## config.mk

```make
export PLATFORM = sky130hd
export DESIGN_NAME = dma_top
export DESIGN_NICKNAME = d
export VERILOG_FILES = /design/src/common/dma_pkg.sv /design/src/hdl/dma_top.sv /design/src/hdl/capture_fifo.sv /design/src/master/master_cmd_fsm.sv /design/src/master/master_regs.sv /design/src/hdl/slave_regs.sv
export SDC_FILE = /design/constraint.sdc
export NUM_CORES = 1
export LEC_CHECK = 0
export BUFFER_PORTS_ARGS = -buffer_cell sky130_fd_sc_hd__buf_2
export CAP_MARGIN = 20
export CORE_UTILIZATION = 50
export DETAILED_ROUTE_END_ITERATION = 10
export GPL_TIMING_DRIVEN = 0
export PLACE_DENSITY_LB_ADDON = 0.2
export SETUP_SLACK_MARGIN = 0.02
export SYNTH_ARGS = -nofsm -noshare
export SYNTH_HDL_FRONTEND = slang
export SYNTH_SLANG_ARGS = --single-unit
```

## constraint.sdc

```tcl
create_clock -name Bus2IP_Clk -period 37 [get_ports Bus2IP_Clk]
set_input_delay 0 -clock Bus2IP_Clk [delete_from_list [all_inputs] [get_ports Bus2IP_Clk]]
set_output_delay 0 -clock Bus2IP_Clk [all_outputs]
set_load 0.005 [all_outputs]
```

## src/common/dma_pkg.sv

```systemverilog
`default_nettype none

package dma_pkg;

  // ----------------------------------------------------------
  // bus widths
  // ----------------------------------------------------------
  localparam int DWIDTH   = 32;
  localparam int AWIDTH   = 32;
  localparam int BE_WIDTH = DWIDTH / 8;

  // slave registers in ce bits 7..0, master words in ce bits 11..8
  localparam int NUM_SLV_REG  = 8;
  localparam int NUM_MST_WORD = 4;
  localparam int NUM_CE       = NUM_SLV_REG + NUM_MST_WORD;
  localparam int NUM_MST_BYTE = NUM_MST_WORD * BE_WIDTH;

  // ----------------------------------------------------------
  // master register map, byte offsets
  // ----------------------------------------------------------
  localparam int CNTL_BYTE    = 0;
  localparam int STAT_BYTE    = 1;
  localparam int ADDR_BYTE    = 4;
  localparam int BE_BYTE      = 8;
  localparam int LEN_BYTE     = 12;
  localparam int LEN_HI_BYTE  = LEN_BYTE + 1;
  localparam int GO_BYTE_LANE = 15;

  // bytes backed by plain storage: 0, 4..9, 12, 13
  localparam logic [NUM_MST_BYTE-1:0] MST_STORE_MASK = 16'h33F1;

  // only this value on the go byte starts a transfer
  localparam logic [7:0] GO_DATA_KEY = 8'h0A;

  // control byte bits
  localparam int CNTL_RD_REQ_BIT   = 0;
  localparam int CNTL_WR_REQ_BIT   = 1;
  localparam int CNTL_BUS_LOCK_BIT = 2;

  // status byte bits
  localparam int STAT_DONE_BIT    = 0;
  localparam int STAT_BUSY_BIT    = 1;
  localparam int STAT_ERROR_BIT   = 2;
  localparam int STAT_TIMEOUT_BIT = 3;

  localparam int FIFO_DEPTH_DEFAULT = 16;

  typedef logic [DWIDTH-1:0]   word_t;
  typedef logic [AWIDTH-1:0]   addr_t;
  typedef logic [BE_WIDTH-1:0] be_t;
  typedef logic [NUM_CE-1:0]   ce_t;

  // master command interface states
  typedef enum logic [1:0] {
    CMD_IDLE,
    CMD_RUN,
    CMD_WAIT_FOR_DATA,
    CMD_DONE
  } cmd_state_e;

endpackage

`default_nettype wire
```

## src/hdl/dma_top.sv

```systemverilog
`default_nettype none

module dma_top
  import dma_pkg::*;
#(
  parameter int fifo_depth = FIFO_DEPTH_DEFAULT
)
(
  input  logic  Bus2IP_Clk,
  input  logic  rst_n,
  input  word_t bus2ip_data,
  input  be_t   bus2ip_be,
  input  ce_t   bus2ip_rdce,
  input  ce_t   bus2ip_wrce,
  output word_t ip2bus_data,
  output logic  ip2bus_rdack,
  output logic  ip2bus_wrack,
  input  logic  bus2ip_mst_cmdack,
  input  logic  bus2ip_mst_cmplt,
  input  logic  bus2ip_mst_error,
  input  logic  bus2ip_mst_cmd_timeout,
  input  word_t bus2ip_mstrd_d,
  input  logic  bus2ip_mstrd_src_rdy_n,
  input  logic  bus2ip_mstwr_dst_rdy_n,
  output logic  ip2bus_mstrd_req,
  output logic  ip2bus_mstwr_req,
  output logic  ip2bus_mst_lock,
  output addr_t ip2bus_mst_addr,
  output be_t   ip2bus_mst_be,
  output word_t ip2bus_mstwr_d
);

  word_t slv_rd_data;
  word_t mst_rd_data;
  logic  go;
  logic  cntl_rd_req;
  logic  cntl_wr_req;
  logic  cntl_bus_lock;
  addr_t target_addr;
  be_t   target_be;
  logic  busy;
  logic  clr_go;
  logic  set_done;
  logic  set_error;
  logic  set_timeout;

  // ----------------------------------------------------------
  // register access, ce split between slave and master banks
  // ----------------------------------------------------------
  slave_regs u_slave_regs (
    .Bus2IP_Clk (Bus2IP_Clk),
    .rst_n      (rst_n),
    .wr_sel     (bus2ip_wrce[NUM_SLV_REG-1:0]),
    .rd_sel     (bus2ip_rdce[NUM_SLV_REG-1:0]),
    .wr_data    (bus2ip_data),
    .rd_data    (slv_rd_data)
  );

  master_regs u_master_regs (
    .Bus2IP_Clk    (Bus2IP_Clk),
    .rst_n         (rst_n),
    .wr_sel        (bus2ip_wrce[NUM_CE-1:NUM_SLV_REG]),
    .rd_sel        (bus2ip_rdce[NUM_CE-1:NUM_SLV_REG]),
    .wr_be         (bus2ip_be),
    .wr_data       (bus2ip_data),
    .rd_data       (mst_rd_data),
    .busy          (busy),
    .clr_go        (clr_go),
    .set_done      (set_done),
    .set_error     (set_error),
    .set_timeout   (set_timeout),
    .go            (go),
    .cntl_rd_req   (cntl_rd_req),
    .cntl_wr_req   (cntl_wr_req),
    .cntl_bus_lock (cntl_bus_lock),
    .target_addr   (target_addr),
    .target_be     (target_be)
  );

  // acks come back in the strobe cycle
  assign ip2bus_wrack = |bus2ip_wrce;
  assign ip2bus_rdack = |bus2ip_rdce;

  // slave bank has priority on read data
  assign ip2bus_data = (|bus2ip_rdce[NUM_SLV_REG-1:0])      ? slv_rd_data :
                       (|bus2ip_rdce[NUM_CE-1:NUM_SLV_REG]) ? mst_rd_data : '0;

  // ----------------------------------------------------------
  // master command path and data capture
  // ----------------------------------------------------------
  master_cmd_fsm u_master_cmd_fsm (
    .Bus2IP_Clk      (Bus2IP_Clk),
    .rst_n           (rst_n),
    .go              (go),
    .cntl_rd_req     (cntl_rd_req),
    .cntl_wr_req     (cntl_wr_req),
    .cntl_bus_lock   (cntl_bus_lock),
    .target_addr     (target_addr),
    .target_be       (target_be),
    .mst_cmdack      (bus2ip_mst_cmdack),
    .mst_cmplt       (bus2ip_mst_cmplt),
    .mst_error       (bus2ip_mst_error),
    .mst_cmd_timeout (bus2ip_mst_cmd_timeout),
    .mstrd_req       (ip2bus_mstrd_req),
    .mstwr_req       (ip2bus_mstwr_req),
    .mst_lock        (ip2bus_mst_lock),
    .mst_addr        (ip2bus_mst_addr),
    .mst_be          (ip2bus_mst_be),
    .busy            (busy),
    .clr_go          (clr_go),
    .set_done        (set_done),
    .set_error       (set_error),
    .set_timeout     (set_timeout)
  );

  // ready flags are active low levels
  capture_fifo #(
    .depth (fifo_depth)
  ) u_capture_fifo (
    .Bus2IP_Clk (Bus2IP_Clk),
    .rst_n      (rst_n),
    .push       (!bus2ip_mstrd_src_rdy_n),
    .pop        (!bus2ip_mstwr_dst_rdy_n),
    .din        (bus2ip_mstrd_d),
    .dout       (ip2bus_mstwr_d)
  );

endmodule

`default_nettype wire

```

## src/hdl/capture_fifo.sv

```systemverilog
`default_nettype none

module capture_fifo
  import dma_pkg::*;
#(
  parameter int depth = FIFO_DEPTH_DEFAULT
)
(
  input  logic  Bus2IP_Clk,
  input  logic  rst_n,
  input  logic  push,
  input  logic  pop,
  input  word_t din,
  output word_t dout
);

  localparam int CNT_W = $clog2(depth + 1);
  localparam int IDX_W = $clog2(depth);

  word_t            mem [depth];
  logic [CNT_W-1:0] cnt;
  logic [IDX_W-1:0] rd_idx;
  logic             full;
  logic             empty;
  logic             push_ok;
  logic             pop_ok;

  assign full  = (cnt == CNT_W'(depth));
  assign empty = (cnt == '0);

  // a push into a full fifo is lost
  assign push_ok = push && !full;
  assign pop_ok  = pop && !empty;

  // ----------------------------------------------------------
  // shift chain, newest word at index 0
  // ----------------------------------------------------------
  always_ff @(posedge Bus2IP_Clk)
  begin
    if (push_ok)
    begin
      mem[0] <= din;
      for (int i = 1; i < depth; i++)
        mem[i] <= mem[i-1];
    end
  end

  // occupancy, push and pop together leave it unchanged
  always_ff @(posedge Bus2IP_Clk)
  begin
    if (!rst_n)
      cnt <= '0;
    else if (push_ok && !pop_ok)
      cnt <= cnt + 1'b1;
    else if (pop_ok && !push_ok)
      cnt <= cnt - 1'b1;
  end

  // oldest word sits at cnt-1
  assign rd_idx = empty ? '0 : IDX_W'(cnt - 1'b1);
  assign dout   = mem[rd_idx];

  a_cnt_in_range : assert property (
    @(posedge Bus2IP_Clk) disable iff (!rst_n)
    cnt <= CNT_W'(depth));

endmodule

`default_nettype wire

```

## src/master/master_cmd_fsm.sv

```systemverilog
`default_nettype none

module master_cmd_fsm
  import dma_pkg::*;
(
  input  logic  Bus2IP_Clk,
  input  logic  rst_n,
  input  logic  go,
  input  logic  cntl_rd_req,
  input  logic  cntl_wr_req,
  input  logic  cntl_bus_lock,
  input  addr_t target_addr,
  input  be_t   target_be,
  input  logic  mst_cmdack,
  input  logic  mst_cmplt,
  input  logic  mst_error,
  input  logic  mst_cmd_timeout,
  output logic  mstrd_req,
  output logic  mstwr_req,
  output logic  mst_lock,
  output addr_t mst_addr,
  output be_t   mst_be,
  output logic  busy,
  output logic  clr_go,
  output logic  set_done,
  output logic  set_error,
  output logic  set_timeout
);

  cmd_state_e state;

  // ----------------------------------------------------------
  // command state machine, every output registered
  // ----------------------------------------------------------
  always_ff @(posedge Bus2IP_Clk)
  begin
    if (!rst_n)
    begin
      state       <= CMD_IDLE;
      mstrd_req   <= 1'b0;
      mstwr_req   <= 1'b0;
      mst_lock    <= 1'b0;
      mst_addr    <= '0;
      mst_be      <= '0;
      busy        <= 1'b0;
      clr_go      <= 1'b0;
      set_done    <= 1'b0;
      set_error   <= 1'b0;
      set_timeout <= 1'b0;
    end
    else
    begin
      // request and pulses drop unless a state drives them
      mstrd_req   <= 1'b0;
      mstwr_req   <= 1'b0;
      mst_lock    <= 1'b0;
      mst_addr    <= '0;
      mst_be      <= '0;
      clr_go      <= 1'b0;
      set_done    <= 1'b0;
      set_error   <= 1'b0;
      set_timeout <= 1'b0;
      busy        <= 1'b1;

      case (state)
        CMD_IDLE:
        begin
          if (go)
          begin
            state  <= CMD_RUN;
            clr_go <= 1'b1;
          end
          else
            busy <= 1'b0;
        end
        CMD_RUN:
        begin
          if (mst_cmdack && !mst_cmplt)
            state <= CMD_WAIT_FOR_DATA;
          else if (mst_cmplt)
          begin
            state <= CMD_DONE;
            // a timeout also counts as an error
            set_error   <= mst_cmd_timeout | mst_error;
            set_timeout <= mst_cmd_timeout;
          end
          else
          begin
            // hold the request until the bus takes it
            mstrd_req <= cntl_rd_req;
            mstwr_req <= cntl_wr_req;
            mst_lock  <= cntl_bus_lock;
            mst_addr  <= target_addr;
            mst_be    <= target_be;
          end
        end
        CMD_WAIT_FOR_DATA:
        begin
          // data phase latency is open ended
          if (mst_cmplt)
          begin
            state       <= CMD_DONE;
            set_error   <= mst_cmd_timeout | mst_error;
            set_timeout <= mst_cmd_timeout;
          end
        end
        CMD_DONE:
        begin
          state    <= CMD_IDLE;
          set_done <= 1'b1;
          busy     <= 1'b0;
        end
        default:
        begin
          state <= CMD_IDLE;
          busy  <= 1'b0;
        end
      endcase
    end
  end

  // requests only ever leave while the command is outstanding
  a_req_in_run : assert property (
    @(posedge Bus2IP_Clk) disable iff (!rst_n)
    (mstrd_req || mstwr_req) |-> state == CMD_RUN);

  // done is reported once, on the way out of CMD_DONE
  a_done_after_done_state : assert property (
    @(posedge Bus2IP_Clk) disable iff (!rst_n)
    set_done |-> $past(state) == CMD_DONE);

endmodule

`default_nettype wire

```

## src/master/master_regs.sv

```systemverilog
`default_nettype none

module master_regs
  import dma_pkg::*;
(
  input  logic                    Bus2IP_Clk,
  input  logic                    rst_n,
  input  logic [NUM_MST_WORD-1:0] wr_sel,
  input  logic [NUM_MST_WORD-1:0] rd_sel,
  input  be_t                     wr_be,
  input  word_t                   wr_data,
  output word_t                   rd_data,
  input  logic                    busy,
  input  logic                    clr_go,
  input  logic                    set_done,
  input  logic                    set_error,
  input  logic                    set_timeout,
  output logic                    go,
  output logic                    cntl_rd_req,
  output logic                    cntl_wr_req,
  output logic                    cntl_bus_lock,
  output addr_t                   target_addr,
  output be_t                     target_be
);

  // bit offset of the status and go bytes inside a bus word
  localparam int STAT_LSB = (STAT_BYTE % BE_WIDTH) * 8;
  localparam int GO_LSB   = (GO_BYTE_LANE % BE_WIDTH) * 8;

  // flattened byte bank where reserved bytes never leave zero
  logic [7:0]              mst_reg [NUM_MST_BYTE];
  logic [NUM_MST_BYTE-1:0] byte_we;
  logic                    go_q;

  // ----------------------------------------------------------
  // per byte write enables
  // ----------------------------------------------------------
  // word select msb is word 0 and be picks the lane within the word
  always_comb
  begin
    for (int b = 0; b < NUM_MST_BYTE; b++)
      byte_we[b] = $onehot(wr_sel) & wr_sel[NUM_MST_WORD-1-b/BE_WIDTH]
                   & wr_be[b%BE_WIDTH];
  end

  always_ff @(posedge Bus2IP_Clk)
  begin
    if (!rst_n)
    begin
      for (int b = 0; b < NUM_MST_BYTE; b++)
        mst_reg[b] <= '0;
    end
    else
    begin
      // control, address, be and length bytes
      for (int b = 0; b < NUM_MST_BYTE; b++)
        if (MST_STORE_MASK[b] && byte_we[b])
        begin
          if (b == LEN_HI_BYTE)
            // only a 12 bit length is kept
            mst_reg[b] <= {4'h0, wr_data[(b%BE_WIDTH)*8 +: 4]};
          else
            mst_reg[b] <= wr_data[(b%BE_WIDTH)*8 +: 8];
        end

      mst_reg[STAT_BYTE][STAT_BUSY_BIT] <= busy;

      // software write wins over the sticky set pulses
      if (byte_we[STAT_BYTE])
      begin
        mst_reg[STAT_BYTE][STAT_DONE_BIT]    <= wr_data[STAT_LSB + STAT_DONE_BIT];
        mst_reg[STAT_BYTE][STAT_ERROR_BIT]   <= wr_data[STAT_LSB + STAT_ERROR_BIT];
        mst_reg[STAT_BYTE][STAT_TIMEOUT_BIT] <= wr_data[STAT_LSB + STAT_TIMEOUT_BIT];
      end
      else
      begin
        mst_reg[STAT_BYTE][STAT_DONE_BIT]    <= mst_reg[STAT_BYTE][STAT_DONE_BIT] | set_done;
        mst_reg[STAT_BYTE][STAT_ERROR_BIT]   <= mst_reg[STAT_BYTE][STAT_ERROR_BIT] | set_error;
        mst_reg[STAT_BYTE][STAT_TIMEOUT_BIT] <=
          mst_reg[STAT_BYTE][STAT_TIMEOUT_BIT] | set_timeout;
      end
    end
  end

  // ----------------------------------------------------------
  // write only go port
  // ----------------------------------------------------------
  // armed by the key while idle and dropped once the fsm takes it
  always_ff @(posedge Bus2IP_Clk)
  begin
    if (!rst_n || clr_go)
      go_q <= 1'b0;
    else if (!busy && byte_we[GO_BYTE_LANE] && wr_data[GO_LSB +: 8] == GO_DATA_KEY)
      go_q <= 1'b1;
  end

  assign go = go_q;

  // byte 15 holds nothing so go reads back zero
  always_comb
  begin
    rd_data = '0;
    if ($onehot(rd_sel))
    begin
      for (int w = 0; w < NUM_MST_WORD; w++)
        if (rd_sel[NUM_MST_WORD-1-w])
          for (int k = 0; k < BE_WIDTH; k++)
            rd_data[k*8 +: 8] = mst_reg[w*BE_WIDTH + k];
    end
  end

  // fields handed to the command fsm
  assign cntl_rd_req   = mst_reg[CNTL_BYTE][CNTL_RD_REQ_BIT];
  assign cntl_wr_req   = mst_reg[CNTL_BYTE][CNTL_WR_REQ_BIT];
  assign cntl_bus_lock = mst_reg[CNTL_BYTE][CNTL_BUS_LOCK_BIT];
  assign target_addr   = {mst_reg[ADDR_BYTE+3], mst_reg[ADDR_BYTE+2],
                          mst_reg[ADDR_BYTE+1], mst_reg[ADDR_BYTE]};
  // top nibble of the 16 bit be register
  assign target_be     = mst_reg[BE_BYTE+1][7:4];

  // the fsm is still idle on the edge after go is armed
  a_go_only_idle : assert property (
    @(posedge Bus2IP_Clk) disable iff (!rst_n)
    $rose(go) |-> !busy);

endmodule

`default_nettype wire

```

## src/hdl/slave_regs.sv

```systemverilog
`default_nettype none

module slave_regs
  import dma_pkg::*;
(
  input  logic                   Bus2IP_Clk,
  input  logic                   rst_n,
  input  logic [NUM_SLV_REG-1:0] wr_sel,
  input  logic [NUM_SLV_REG-1:0] rd_sel,
  input  word_t                  wr_data,
  output word_t                  rd_data
);

  // scratch storage, software view only
  word_t slv_reg [NUM_SLV_REG];

  // ----------------------------------------------------------
  // write decode
  // ----------------------------------------------------------
  // msb of the select picks register 0
  always_ff @(posedge Bus2IP_Clk)
  begin
    if (!rst_n)
    begin
      for (int i = 0; i < NUM_SLV_REG; i++)
        slv_reg[i] <= '0;
    end
    else if ($onehot(wr_sel))
    begin
      for (int i = 0; i < NUM_SLV_REG; i++)
        if (wr_sel[NUM_SLV_REG-1-i])
          slv_reg[i] <= wr_data;
    end
  end

  // ----------------------------------------------------------
  // read mux
  // ----------------------------------------------------------
  // anything other than a single select bit reads as zero
  always_comb
  begin
    rd_data = '0;
    if ($onehot(rd_sel))
    begin
      for (int i = 0; i < NUM_SLV_REG; i++)
        if (rd_sel[NUM_SLV_REG-1-i])
          rd_data = slv_reg[i];
    end
  end

  // bus never strobes read and write enables together
  a_no_rd_wr_overlap : assert property (
    @(posedge Bus2IP_Clk) disable iff (!rst_n)
    !((|rd_sel) && (|wr_sel)));

endmodule

`default_nettype wire

```

==> results of run 1 <==
==> routing by layer <==
layer  vias to the layer above  global-route usage (%)
met2                       946                    42.9
met1                     11500                    32.8
met5                         -                       0
met4                         0                    10.9
met3                       165                    3.61
li1                      10100                       -
==> worst register-to-register path: cells and delay by family, from the launching register on <==
kind,cells,cell delay (ps)
AND/OR/NAND/NOR,2,230
AO/OA/AOI/OAI,1,330
buffers and inverters,11,2840
adder cells (fa/ha/maj),1,420
flip-flops,1,340
==> worst paths after layout <==
path	startpoint	endpoint	slack, ps	cells after the start
max reg2reg	u_capture_fifo.cnt[0]	u_capture_fifo.mem[6][9]	32540	15
max	bus2ip_rdce[2]	ip2bus_data[2]	31250	17
min reg2reg	u_master_cmd_fsm.clr_go	u_master_regs.go	390	1
min	bus2ip_wrce[3]	u_slave_regs.slv_reg[1][0]	40	3
==> cell usage after synthesis, types with 5 or more instances <==
cell type / count / share of area, %
o22ai_1: 16 / 0.28
o221ai_1: 64 / 1.6
buf_6: 6 / 0.19
mux2i_1: 195 / 5.4
o2111ai_1: 5 / 0.12
inv_1: 77 / 0.80
and2_1: 42 / 0.73
o31ai_1: 27 / 0.56
ha_1: 35 / 1.2
inv_2: 6 / 0.062
o211ai_1: 65 / 1.4
clkbuf_1: 140 / 1.5
o21a_1: 31 / 0.65
buf_1: 5 / 0.052
nor2_1: 314 / 3.3
nand2_1: 92 / 0.96
nand3_1: 8 / 0.11
fa_1: 10 / 0.55
buf_8: 5 / 0.21
a22o_1: 36 / 0.87
a221oi_1: 157 / 3.8
edfxtp_1: 839 / 70
o21ai_0: 41 / 0.57
o21ai_1: 18 / 0.25
dfxtp_1: 53 / 2.9
buf_2: 14 / 0.19
nor3_1: 16 / 0.22
nand2b_1: 6 / 0.10
a21oi_1: 23 / 0.32
==> where the power goes <==
| part | total, W | internal (W) | switching (W) | leakage, nW |
|---|---|---|---|---|
| clock network | 0.000909 | 0.000521 | 0.000388 | 1.44 |
| registers | 0.00142 | 0.00134 | 0.0000789 | 8.59 |
| logic | 0.00118 | 0.000444 | 0.000738 | 5.45 |
| total | 0.00351 | 0.00231 | 0.00120 | 15.5 |
==> cell families after synthesis <==
family | synth area share, %
flip-flops | 72.8
AO/OA/AOI/OAI | 10.8
AND/OR/NAND/NOR | 5.94
buffers and inverters | 3.16
multiplexers | 5.44
adder cells (fa/ha/maj) | 1.77
XOR/XNOR | 0.0728
other | 0.0104
==> per-stage QoR <==
| step | util, % | TNS [ps] |
|---|---|---|
| detailed placement | 54.3 | 0 |
| finish | 59.6 | 0 |
| CTS | 59.6 | 0 |
| floorplan | - | 0 |
| global route | 59.6 | 0 |
| global placement | 53.6 | -4510 |
==> cell type report <==
cell class                 count  area, sq um
clock inverter                42          325
buffer                       176          827
multi-input combinational   1254         8720
timing repair buffer         312         2400
fill                        5494        28800
sequential                   892        26300
inverter                      83          312
clock buffer                 128         2610
tap                          950         1190
==> layout by cell type (no fill, tap or decap), types with 41 or more instances in the layout <==
master         synthesis  final
a221oi_1             157    157
and2_1                42     42
buf_2                 14    217
clkbuf_1             140    163
clkbuf_16              0     96
dfxtp_1               53     53
dlygate4sd3_1          0     86
edfxtp_1             839    839
inv_1                 77     77
mux2i_1              195    195
nand2_1               92     84
nor2_1               314    314
o211ai_1              65     65
o21ai_0               41     41
o221ai_1              64     64
==> reports/summary.txt, run 1 <==
Worst-Margin Slew - 1140 ps
Core Region - 71500 sq um
met1 wire length - 37600 microns
# DRC - 0
Worst Path Arrival - 5750 ps
NumNets Final - 2956
VDD IR max - 0.0733 mV
global-route wire length before repair - 141000 microns
number of synthesized flops with an enable pin - 839
ANT cells - 0
dpl ws - 31410 ps
# port buffers - 203
fin crit share - 15.5%
crit path capture type - output port
Total Power - 0.00351 W
synth warn - 0
min cycle time layout - 5750 ps
FF+latch count, synth - 892
Worst path slowest cell - nor4_1
Crit path largest cell delay - 740 ps
Area Growth Syn to Fin - 18.2%
vias in the first global route - 23200
clock sinks - 892
die area - 73200 sq um
Setup Fix Bufs, Post-CTS - 0
max-slew violation count - 0
metal2 WL - 46700 microns
grt ovf - 0
Post-Syn Instances - 2403
RSZ-0062 raised after global routing - no
kind of critical path - input port to output port
pwr/cell area - 82.3 nW/um^2
max reg flops - 512
num rows - 98
placed cell count - 3581
effective utilization at floorplan - 50.5%
CP top delay family - buffers and inverters
Final HPWL DP - 63400 microns
GPL Wtd Cong - 0.891
CTS root buf - clkbuf_16
maximum clock frequency - 174 MHz
Antenna Nets Post-Route - 0
layout cells sized above 1 - 14.1%
Yosys cell types - 61
initial drt markers - 2064
Data required, critical path - 37000 ps
final setup vio count - 0
Clock Latency Late Sink - 650 ps
PnR worst setup slack - 31250 ps
vias per cell - 5.94
Rel. slew slack - 24.2%
crit start category - input port
CTS Buffer Depth - 3
Die X - 271 microns
TritonCTS Buffers - 92
asr flop ratio synth - 0%
CTS Hold Bufs - 86
I/O pin total - 205
CTS H-tree depth - 3
Hold WC Path Type - input port to flip-flop
CTS clk-pin slew, worst paths - 60 ps
average wire per standard cell - 24.5 microns
Syn Area/Cell - 15.0 sq um
Leak - 15.5 nW
CTS tree - built
final hold violations - 0
skew final - 19.2 ps
DP Area - 38800 sq um
chip height - 271 microns
top layer in use - met4
outcome - finished, final reports clean
final instance area - 42600 sq um
CP Cell Sequence - buf_2, inv_2, clkbuf_1, clkbuf_1, ha_1, inv_1, fa_1, fa_1, inv_1, ha_1, fa_1, nand2b_1, nor4_1, clkbuf_1, o21ai_0, o22ai_1, buf_2
Non-Filler Instances - 3837
sequential area share after synthesis - 72.8%
Cell Area, Synth - 36100 sq um
largest net degree at the start of global routing - 35
crit path max fanout - 10
DR vias - 22800
initial antenna violation count - 0
max_cap viols - 0
Pre-antenna DRT Iters - 5
Min Hold Slack - 36.9 ps
GR Util All Layers - 25.4%
met3 wire len - 6000 microns
Routed Wire Length - 93900 microns
# resized after CTS - 0
CP Buf/Inv Count - 8
Top FF cell, synth - edfxtp_1
No activity file was read; power rests on OpenSTA's default activity.
==> run 2, diff against run 1 <==
clock period = 5.7 ns   (was 37 ns; I/O delays follow)
==> run 2 against run 1 <==
Compared with the run above:
- sequential cell count unchanged
- first-iteration DRC count increased by 18%
- clock power increased to 6.4 times the previous value
- die area unchanged
- combinational power increased to 6.5 times the previous value
- critical path depth increased by 1
- final cell count increased by 0.23%
==> reports/summary.txt, run 2 (synthesis gave the netlist of run 1 again) <==
area occupied by multi-input gates - 8750 sq um (+0.34%)
Worst-Margin Slew - 1090 ps (-44.3 ps)
NumNets Final - 2959 (+0.10%)
fin crit share - 91.1%
Rel. slew slack - 27.2% (+3.0 points)
effective utilization at floorplan - 50.5% (unchanged)
Worst path slowest cell - clkbuf_1
RSZ-0062 raised after global routing - no
average wire per standard cell - 24.1 microns (-1.4%)
global-route wire length before repair - 140000 microns (-0.39%)
CP Cell Sequence - buf_2, inv_2, clkbuf_1, clkbuf_1, ha_1, inv_1, fa_1, fa_1, inv_1, ha_1, fa_1, nand2b_1, nor4_1, buf_2, clkbuf_1, o21ai_0, o22ai_1, buf_2
initial drt markers - 2441 (+18%)
layout cells sized above 1 - 14.4% (+0.30 points)
grt ovf - 0 (unchanged)
Antenna Nets Post-Route - 0 (unchanged)
Pre-antenna DRT Iters - 6 (+1)
vias in the first global route - 23300 (+0.56%)
# fillers - 5463 (-0.56%)
crit path capture type - output port
final hold violations - 0 (unchanged)
skew final - 20.8 ps (+1.59 ps)
TritonCTS Buffers - 94 (+2.2%)
final setup vio count - 0 (unchanged)
Worst Path Arrival - 5190 ps (-560 ps)
CTS tree - built
Core Region - 71500 sq um (unchanged)
# DRC - 0 (unchanged)
largest net degree at the start of global routing - 35 (unchanged)
Reg2Reg Setup Slack - 1780 ps (-30760 ps)
I/O pin total - 205 (unchanged)
Hold WC Path Type - input port to flip-flop
Final HPWL DP - 63500 microns (about the same)
initial antenna violation count - 1 (+1)
crit start category - input port
Die X - 271 microns (unchanged)
most frequent cells in the layout - edfxtp_1 (839), nor2_1 (313), buf_2 (218)
chip height - 271 microns (unchanged)
max-slew violation count - 0 (unchanged)
GR Util All Layers - 25.2% (-0.22 points)
Setup Fix Bufs, Post-CTS - 0 (unchanged)
Crit path largest cell delay - 560 ps (-180 ps)
pwr/cell area - 534 nW/um^2 (+550%)
GPL Wtd Cong - 0.876 (-1.8%)
Non-Filler Instances - 3846 (+0.23%)
Routed Wire Length - 92800 microns (-1.2%)
Data required, critical path - 5700 ps (-31300 ps)
outcome - finished, final reports clean
max reg flops - 512 (unchanged)
CTS H-tree depth - 3 (unchanged)
max_cap viols - 0 (unchanged)
min cycle time layout - 5190 ps
Clock Latency Late Sink - 650 ps (about the same)
crit path max fanout - 10 (unchanged)
Leak - 15.5 nW (about the same)
CTS root buf - clkbuf_16
Area Growth Syn to Fin - 18.2% (about the same)
VDD IR max - 0.411 mV (+460%)
vias per cell - 5.94 (about the same)
# resized after CTS - 0 (unchanged)
num rows - 98 (unchanged)
clock sinks - 892 (unchanged)
DP Area - 38900 sq um (about the same)
placed cell count - 3580 (-0.028%)
die area - 73200 sq um (unchanged)
maximum clock frequency - 193 MHz
# port buffers - 203 (unchanged)
final instance area - 42600 sq um (about the same)
ANT cells - 0 (unchanged)
Storage cell area - 26300 sq um (about the same)
CTS Buffer Depth - 3 (unchanged)
CTS clk-pin slew, worst paths - 60 ps (about the same)
DR vias - 22800 (+0.16%)
commonest non-fill, non-tap cell in the layout - edfxtp_1
kind of critical path - input port to output port
[run 2: changes by cell type in the layout (fill, tap and decap cells not counted), sizes merged]
cell,previous run,this run
buf,261,260
clkinv,33,46
dlygate4sd3,86,88
clkbuf,269,261
bufinv,4,3
inv,85,88
clkinvlp,3,4
[run 2: per-stage QoR]
stage	setup WS (ps)	setup TNS (ps)	total power (W)	hold slack (ps)	utilization, %
global route	394	0	0.0237	34.9	59.7
floorplan	-5620	-2297870	0.0140	98.9	-
global placement	-8070	-3507960	0.0169	177	53.7
detailed placement	658	0	0.0170	178	54.3
CTS	644	0	0.0229	0.401	59.7
finish	508	0	0.0228	36.5	59.7
[run 2: area by class of cell]
cell class              count  share of cell area (%)
plain buffers             176                    2.03
clock inverters            58                   0.968
multi-input cells        1254                    20.5
inverters                  83                   0.731
repair buffers            313                    5.53
well taps                 950                    2.79
clock buffers             120                    5.86
flip-flops and latches    892                    61.6
[run 2: final timing paths]
| path | from | end | cells after the start |
|---|---|---|---|
| worst min-delay path | bus2ip_mstwr_dst_rdy_n | u_capture_fifo.cnt[1] | 6 |
| worst min register to register | u_master_cmd_fsm.clr_go | u_master_regs.go | 1 |
| worst max register to register | u_capture_fifo.cnt[0] | u_capture_fifo.mem[5][9] | 17 |
| worst max-delay path | bus2ip_rdce[2] | ip2bus_data[4] | 18 |
[run 2: metal layers]
layer	vias to the layer above	track usage (%)	part of all wire (%)
met3	202	3.24	6.5
met4	0	11.1	4.3
met1	11500	32.3	39
met2	980	43.0	50
met5	-	0	0
li1	10200	-	-
[run 2: worst max-delay path: cells and delay by family]
family                     cells  cell delay (ps)
AOI/OAI and AO/OA              2              590
buffers and inverters          9             2320
and+or+nand+nor                2              390
adders and majority gates      5             1870
[run 2: repair_timing]
| item | in CTS | in global routing |
|---|---|---|
| hold buffers | 88 | 0 |
| setup endpoints to repair | 0 | 0 |
| endpoints found under the hold margin | 357 | 0 |
[run 2: power by group]
group,total [W],switching [W],internal (W),leakage (nW)
logic,0.00770,0.00477,0.00293,5.46
registers,0.00922,0.000512,0.00871,8.59
clock network,0.00584,0.00258,0.00326,1.42
